$ cat src/verilog/soc_bus_pkg.sv
`default_nettype none

package soc_bus_pkg;

    // Data path
    localparam int data_w = 32;
    localparam int strb_w = data_w / 8;
    localparam int id_w   = 4;

    // Bank geometry with the bank index in the upper address bits
    localparam int num_banks  = 4;
    localparam int bank_sel_w = 2;
    localparam int bank_words = 64;
    localparam int offset_w   = 6;
    localparam int addr_w     = bank_sel_w + offset_w;

    // Queue depths double as the initial credit counts
    localparam int in_depth    = 4;
    localparam int bank_depth  = 2;
    localparam int rsp_credits = 4;

    // Pointer and counter widths derived from the depths
    localparam int in_ptr_w   = $clog2(in_depth);
    localparam int in_cnt_w   = $clog2(in_depth + 1);
    localparam int bank_ptr_w = $clog2(bank_depth);
    localparam int bank_cnt_w = $clog2(bank_depth + 1);
    localparam int rsp_cnt_w  = $clog2(rsp_credits + 1);

    typedef logic [bank_sel_w-1:0] bank_idx_t;

    // One-word request where reads ignore wdata and strb
    typedef struct packed {
        logic [id_w-1:0]   id;
        logic              write;
        logic [addr_w-1:0] addr;
        logic [data_w-1:0] wdata;
        logic [strb_w-1:0] strb;
    } bus_req_t;

    // Response with zero rdata for writes
    typedef struct packed {
        logic [id_w-1:0]   id;
        logic              write;
        logic [data_w-1:0] rdata;
    } bus_rsp_t;

endpackage

`default_nettype wire

$ cat src/verilog/response_arbiter.sv
`default_nettype none

module response_arbiter
    import soc_bus_pkg::*;
(
    input  wire                  clk,
    input  wire                  rst,
    input  wire [num_banks-1:0]  rsp_valid_out,
    input  wire bus_rsp_t        rsp_out [num_banks],
    output logic [num_banks-1:0] rsp_take,
    output logic                 rsp_valid,
    output bus_rsp_t             rsp,
    input  wire                  rsp_credit
);

    logic [rsp_cnt_w-1:0] credit_cnt;
    bank_idx_t            last;
    bank_idx_t            pick;
    logic                 found;
    logic                 fire;

    // Search starts one past the previous winner
    always_comb begin
        bank_idx_t idx;
        found = 1'b0;
        pick  = last;
        for (int k = 1; k <= num_banks; k++) begin
            idx = last + bank_idx_t'(k);
            if (!found && rsp_valid_out[idx]) begin
                found = 1'b1;
                pick  = idx;
            end
        end
    end

    assign fire = found && (credit_cnt != '0);

    always_comb begin
        rsp_take = '0;
        rsp_take[pick] = fire;
    end

    always_ff @(posedge clk or posedge rst) begin
        if (rst) begin
            credit_cnt <= rsp_cnt_w'(rsp_credits);
            last       <= bank_idx_t'(num_banks - 1);
            rsp_valid  <= 1'b0;
        end else begin
            credit_cnt <= credit_cnt + rsp_cnt_w'(rsp_credit) - rsp_cnt_w'(fire);
            if (fire) begin
                last <= pick;
            end
            rsp_valid <= fire;
        end
    end

    always_ff @(posedge clk) begin
        if (fire) begin
            rsp <= rsp_out[pick];
        end
    end

endmodule

`default_nettype wire

$ cat config.mk
export PLATFORM = sky130hd
export DESIGN_NAME = response_arbiter
export DESIGN_NICKNAME = d
export VERILOG_FILES = /design/src/verilog/soc_bus_pkg.sv /design/src/verilog/response_arbiter.sv
export SDC_FILE = /design/constraint.sdc
export NUM_CORES = 1
export LEC_CHECK = 0
export BUFFER_PORTS_ARGS = -buffer_cell sky130_fd_sc_hd__buf_2
export CAP_MARGIN = 15
export CORE_MARGIN = 2
export CORE_UTILIZATION = 42
export DETAILED_ROUTE_END_ITERATION = 10
export PLACE_DENSITY = 0.78
export SYNTH_ARGS = -nofsm -noshare
export SYNTH_HDL_FRONTEND = slang
export SYNTH_SLANG_ARGS = --single-unit
$ cat constraint.sdc
create_clock -name clk -period 2.41 [get_ports clk]
set_input_delay 0.241 -clock clk [delete_from_list [all_inputs] [get_ports clk]]
set_output_delay 0.241 -clock clk [all_outputs]
set_load 0.03 [all_outputs]
# ---- Word-level counts from Yosys, hierarchy flattened
# Cells that the tools add are included.
dict set report totals {
  out_inout_bits 42
  ff_bits 43
  elab_cells 50
  inputBits 155
}
dict set report op_classes {
  n_lt_le_gt_ge 7
  muxes 21
  bitwise_logic 2
  n_addsub 5
  reduce_logical 9
}
# operator count
set op_table {}
lappend op_table {{$bmux 37 s2} 1}
lappend op_table {{$mux 37} 2}
lappend op_table {{$lt 2x3->1 const B} 5}
lappend op_table {{$mux 1} 9}
lappend op_table {{$bmux 1 s2} 4}
lappend op_table {{$mux 2} 4}
lappend op_table {{$logic_and 1x1->1} 5}
lappend op_table {{$add 2x2->2 const B} 2}
lappend op_table {{$and 4x4->4} 1}
lappend op_table {{$add 3x1->3} 1}
lappend op_table {{$ge 3x3->1 const B} 1}
lappend op_table {{$logic_not 1->1} 3}
lappend op_table {{$not 2->3} 1}
lappend op_table {{$reduce_bool 3->1} 1}
lappend op_table {{$sub 3x1->3} 1}
lappend op_table {{$add 2x1->2 const B} 1}
lappend op_table {{$demux 1 s2} 1}
lappend op_table {{$ge 2x1->1 const B} 1}

# ---- Longest topological paths before layout
dict set report logic_depth {
  ltp_word 18
  ltp_mapped 9
  mapped_depth_nobuf 9
}

# ---- Worst setup path after synthesis
# No wires, ideal clock.
dict set report synth_timing {
  path_type {reg2reg}
  start {reg credit_cnt[1]}
  end {reg credit_cnt[2]}
  required_time_ns 2.335
  stages_incl_launch_ff 10
  arrival_ns 2.439
  path_slack_ns -0.104
  path_buffers 0
  synth_period_minus_slack_ns 2.514
  setup_time_ns 0.075
  cell_sequence {dfrtp_1 -> or3_1 -> o31ai_2 -> inv_2 -> ha_1 -> inv_1 -> ha_1 -> fa_1 -> xnor2_1 -> xnor2_1}
}
dict set report synth_via {
  elab_chain_len 3
  word_cells_on_any_way 4
  cone_classes {add/sub: 2; reduce/logical: 2}
}
# element line
set synth_rtl {}
lappend synth_rtl {{start, declared} response_arbiter.sv:16} ;# logic [rsp_cnt_w-1:0] credit_cnt;
lappend synth_rtl {{start signal, assigned} response_arbiter.sv:45} ;# credit_cnt <= rsp_cnt_w'(rsp_credits);
lappend synth_rtl {{start signal, assigned} response_arbiter.sv:49} ;# credit_cnt <= credit_cnt + rsp_cnt_w'(rsp_credit) - rsp_cnt_w'(fire);
lappend synth_rtl {{$reduce_bool 3->1} response_arbiter.sv:36} ;# assign fire = found && (credit_cnt != '0);
lappend synth_rtl {{$logic_and 1x1->1} response_arbiter.sv:36}
lappend synth_rtl {{via fire} response_arbiter.sv:20} ;# logic fire;
lappend synth_rtl {{$sub 3x1->3} response_arbiter.sv:49}
# The timed path passes the listed nets, and every way through them passes these cells.
# A chain may end at the register's enable or synchronous reset.

# ---- Worst setup path after layout
dict set report layout_timing {
  start {reg last[1]}
  end {out rsp_take[2]}
}
dict set report layout_via {
  elab_chain_len 18
  word_cells_on_any_way 32
  cone_classes {add/sub: 3; order compare: 2; mux: 18; bitwise: 1; reduce/logical: 8}
}
# element line
set layout_rtl {}
lappend layout_rtl {{start, declared} response_arbiter.sv:17} ;# bank_idx_t last;
lappend layout_rtl {{start signal, assigned} response_arbiter.sv:46} ;# last <= bank_idx_t'(num_banks - 1);
lappend layout_rtl {{start signal, assigned} response_arbiter.sv:51} ;# last <= pick;
lappend layout_rtl {{$add 2x1->2} response_arbiter.sv:28} ;# idx = last + bank_idx_t'(k);
lappend layout_rtl {{$bmux 1 s2} response_arbiter.sv:29} ;# if (!found && rsp_valid_out[idx]) begin
lappend layout_rtl {{$mux 1 (not written as such)} response_arbiter.sv:29}
lappend layout_rtl {{$mux 1} response_arbiter.sv:29}
lappend layout_rtl {{$logic_not 1->1} response_arbiter.sv:29}
lappend layout_rtl {{$logic_and 1x1->1} response_arbiter.sv:29}
lappend layout_rtl {{$mux 1} response_arbiter.sv:29}
lappend layout_rtl {{$logic_not 1->1} response_arbiter.sv:29}
lappend layout_rtl {{[2 not listed]} --}
lappend layout_rtl {{$logic_not 1->1} response_arbiter.sv:29}
lappend layout_rtl {{$logic_and 1x1->1} response_arbiter.sv:29}
lappend layout_rtl {{$mux 2} response_arbiter.sv:29}
lappend layout_rtl {{$lt 2x3->1 (not written as such) or $ge 2x1->1 (tied branches)} response_arbiter.sv:40} ;# rsp_take[pick] = fire;
lappend layout_rtl {{$logic_and 1x1->1 (not written as such)} response_arbiter.sv:40}
lappend layout_rtl {{$mux 1 (not written as such)} response_arbiter.sv:40}
lappend layout_rtl {{$demux 1 s2} response_arbiter.sv:40}
lappend layout_rtl {{$and 4x4->4 (no line) *} --}
lappend layout_rtl {{end, declared} response_arbiter.sv:10} ;# output logic [num_banks-1:0] rsp_take,
# Mark *: on every way between the ends. The rest lies on a longest branch, timed or not. The select of a mux whose other input is x is not followed.

==> flow_summary.toml <==
[logic_synthesis]
async_reset_ff_frac = 0.140
yosysTopAreaCell = "edfxtp_1"
ys_top_cells_by_area = "edfxtp_1 30%, a32oi_1 17%, a211oi_1 15%, mux2i_1 10%, inv_1 8.0%"
synth_area_mm2 = 0.00374
ys.flop_type = "edfxtp_1"
synth_cells = 396
synth_area_per_cell_um2 = 9.45
synth_cell_types = 35
synth_top_area_frac = 0.297
synth_edf_count = 37
yosysSeqAreaShare = 0.338
synth_warnings = 0
synth_seq_cells = 43
synth_nets = 554

[sta]
skew_ns = 0.00881
layout_min_cycle_time_ns = 2.32
fmax_mhz = 431
rsz0062_at_grt = "no"
slew_headroom = 0.394
timing.final.hold_violations = 0
period_share = 0.963
worst_slew_pin_slew_ns = 0.906
drv_slew = 0
final-setup-viol-count = 0
setup-tns-final_ns = 0

[cells_and_area]
layoutNonFillerInstCount = 676
nFillCells = 775
drive_gt1_frac = 0.424
area_growth_pct = 32.5
antenna-diode-count = 0
nNetsFinal = 725

[route]
wl_per_cell_um = 17.1
drtIter0Drc = 187
via_count = 3986
wl_met2_mm = 5.83
drtAntennaViolNets = 0
wl_mm = 11.6
wl_met1_mm = 4.58
drcViolationCount = 0
highest_layer = "met4"
via_per_inst = 5.90
dr.pass1.iters = 6
wl_met3_um = 906

[clocking]
cts-root-buf = "clkbuf_8"
insertion_delay_ns = 0.30
cts_max_level = 2
clk_pin_slew_ns = 0.09
cts_sinks = 43
cts-buffers-inserted = 5
cts_tree = "done"
clock_path_buffers = 2

[outcome]
outcome = "finished clean"

[global_route]
grt_max_degree = 75
grt-ovfl-total = 0
grt_pass1_wl_mm = 18.1
grt_pass1_vias = 3796
grt.total_usage = 0.228
antenna_found_initial = 0

[power]
internal_power_w = 0.00321
power_density_mw_per_mm2 = 1260
power_frac_comb = 0.652
seqPwrFrac = 0.253
irDropWorstVdd_v = 0.000542
p_switching_w = 0.00306
pwr-share-clk = 0.095
p_sw_frac = 0.488
p_leak_nw = 2.42

[hold_path]
hp-class = "in -> reg"

[placement]
place_hpwl_mm = 8.16
dpl.cell_count = 663
portBuffers = 196
place.gp.congestion = 0.859

[floorplan]
chipWidth_um = 98.4
ios = 197
initial_utilization = 0.431
die_area_mm2 = 0.00968
rows = 34
die_y_um = 98.4
core_mm2 = 0.00868

[critical_path]
critPathCaptureType = "output port"
startpoint_type = "flop"
cp_max_fo = 9
crit_slowest_cell = "dfstp_4"
crit_arrival_ns = 2.08
crit_chain = "nand2b_1 -> a21oi_1 -> a221oi_4 -> buf_4 -> and3_1 -> buf_2"
crit_path_max_incr_delay_ns = 0.73
crit_required_ns = 2.17
crit_type = "reg -> out"

[run]
max_cap_violations = 0
[power groups by stage]
stage	clock network (W)	logic (W)	registers (W)
3_3_place_gp	0	0.00387	0.00159
5_1_grt	0.000638	0.00439	0.00163
4_1_cts	0.000610	0.00403	0.00159
3_5_place_dp	0	0.00397	0.00160
6_report	0.000596	0.00409	0.00159
2_1_floorplan	0	0.00234	0.00225
[registers in the layout, summed over array words and instances, names as in the netlist]
| name | count |
|---|---|
| rsp | 37 |
| rsp_valid | 1 |
| last | 2 |
| credit_cnt | 3 |
[placed cells by master, fill, tap and decap left out, drive strengths merged, types with 2 or more instances in the layout]
| master | Yosys | final |
|---|---|---|
| dfrtp | 3 | 3 |
| edfxtp | 37 | 37 |
| and3 | 2 | 2 |
| mux2i | 38 | 38 |
| inv | 83 | 83 |
| a32oi | 75 | 75 |
| nor2b | 3 | 3 |
| buf | 31 | 215 |
| ha | 2 | 2 |
| o21ai | 2 | 2 |
| clkbuf | 22 | 7 |
| a211oi | 74 | 74 |
| xnor2 | 2 | 2 |
| dfstp | 3 | 3 |
| nand2 | 3 | 3 |
| nor3 | 3 | 3 |
[synthesized netlist by cell type, drive strengths merged, types with 3 or more instances]
master and number:
dfrtp 3, inv 83, clkbuf 22, mux2i 38, edfxtp 37, dfstp 3
nor2b 3, a32oi 75, nor3 3, buf 31, nand2 3, a211oi 74
[what timing repair did]
action	in CTS	in global routing
hold buffers	1	0
gates resized for setup	1	3
cloned	0	1
pin swaps	0	1
hold endpoints to repair	3	0
setup endpoints to repair	3	3
buffers inserted	2	1
[per-layer routing]
metal / vias to the layer above / GRT usage
met5: - / 0
met4: 0 / 0.0759
met3: 21 / 0.0411
met2: 221 / 0.396
met1: 1864 / 0.287
li1: 1880 / -
[metrics by stage]
step           utilization  total power (W)  area [µm²]  setup WS [ns]  hold slack, ns
2_1_floorplan            -          0.00459        3750         0.0551          0.0298
3_3_place_gp         0.549          0.00546        4770          0.217           0.165
3_5_place_dp         0.549          0.00558        4770          0.143           0.166
4_1_cts              0.566          0.00623        4910         0.0217           0.173
5_1_grt              0.571          0.00666        4960         0.0135           0.176
6_report             0.571          0.00627        4960         0.0888           0.179
[kinds of logic after synthesis]
family	share of synthesized area
AO/OA/AOI/OAI	0.352
XOR/XNOR	0.00468
adder cells (fa/ha/maj)	0.0120
buffers and inverters	0.163
flip-flops	0.338
multiplexers	0.102
AND/OR/NAND/NOR	0.0284
[worst max-delay path, delay by kind of cell (launching register included)]
| kind | cells | cell delay [ns] |
|---|---|---|
| DFF | 1 | 0.73 |
| and+or+nand+nor | 2 | 0.35 |
| buffers and inverters | 2 | 0.38 |
| AOI/OAI and AO/OA | 2 | 0.33 |
[worst paths after layout]
kind                       cells after the start          start  slack, ns            end
setup / recovery                               6        last[1]       0.09    rsp_take[2]
hold / removal                                 2     rsp_credit       0.18  credit_cnt[0]
hold reg to reg                                2  credit_cnt[1]       0.58  credit_cnt[2]
min in group asynchronous                      3            rst       0.41      rsp_valid
max in group asynchronous                      3            rst       1.74        last[0]
setup reg to reg                               9  credit_cnt[1]       0.18  credit_cnt[2]
[area by class of cell]
| class | instances | area, µm² | share of cell area |
|---|---|---|---|
| Sequential cell | 43 | 1270 | 0.256 |
| Multi-Input combinational cell | 217 | 1910 | 0.386 |
| Tap cell | 108 | 135 | 0.0273 |
| Timing Repair Buffer | 217 | 1210 | 0.244 |
| Clock inverter | 2 | 35.0 | 0.00707 |
| Inverter | 83 | 314 | 0.0633 |
| Clock buffer | 6 | 82.6 | 0.0167 |
No activity file was read; power rests on OpenSTA's default activity.
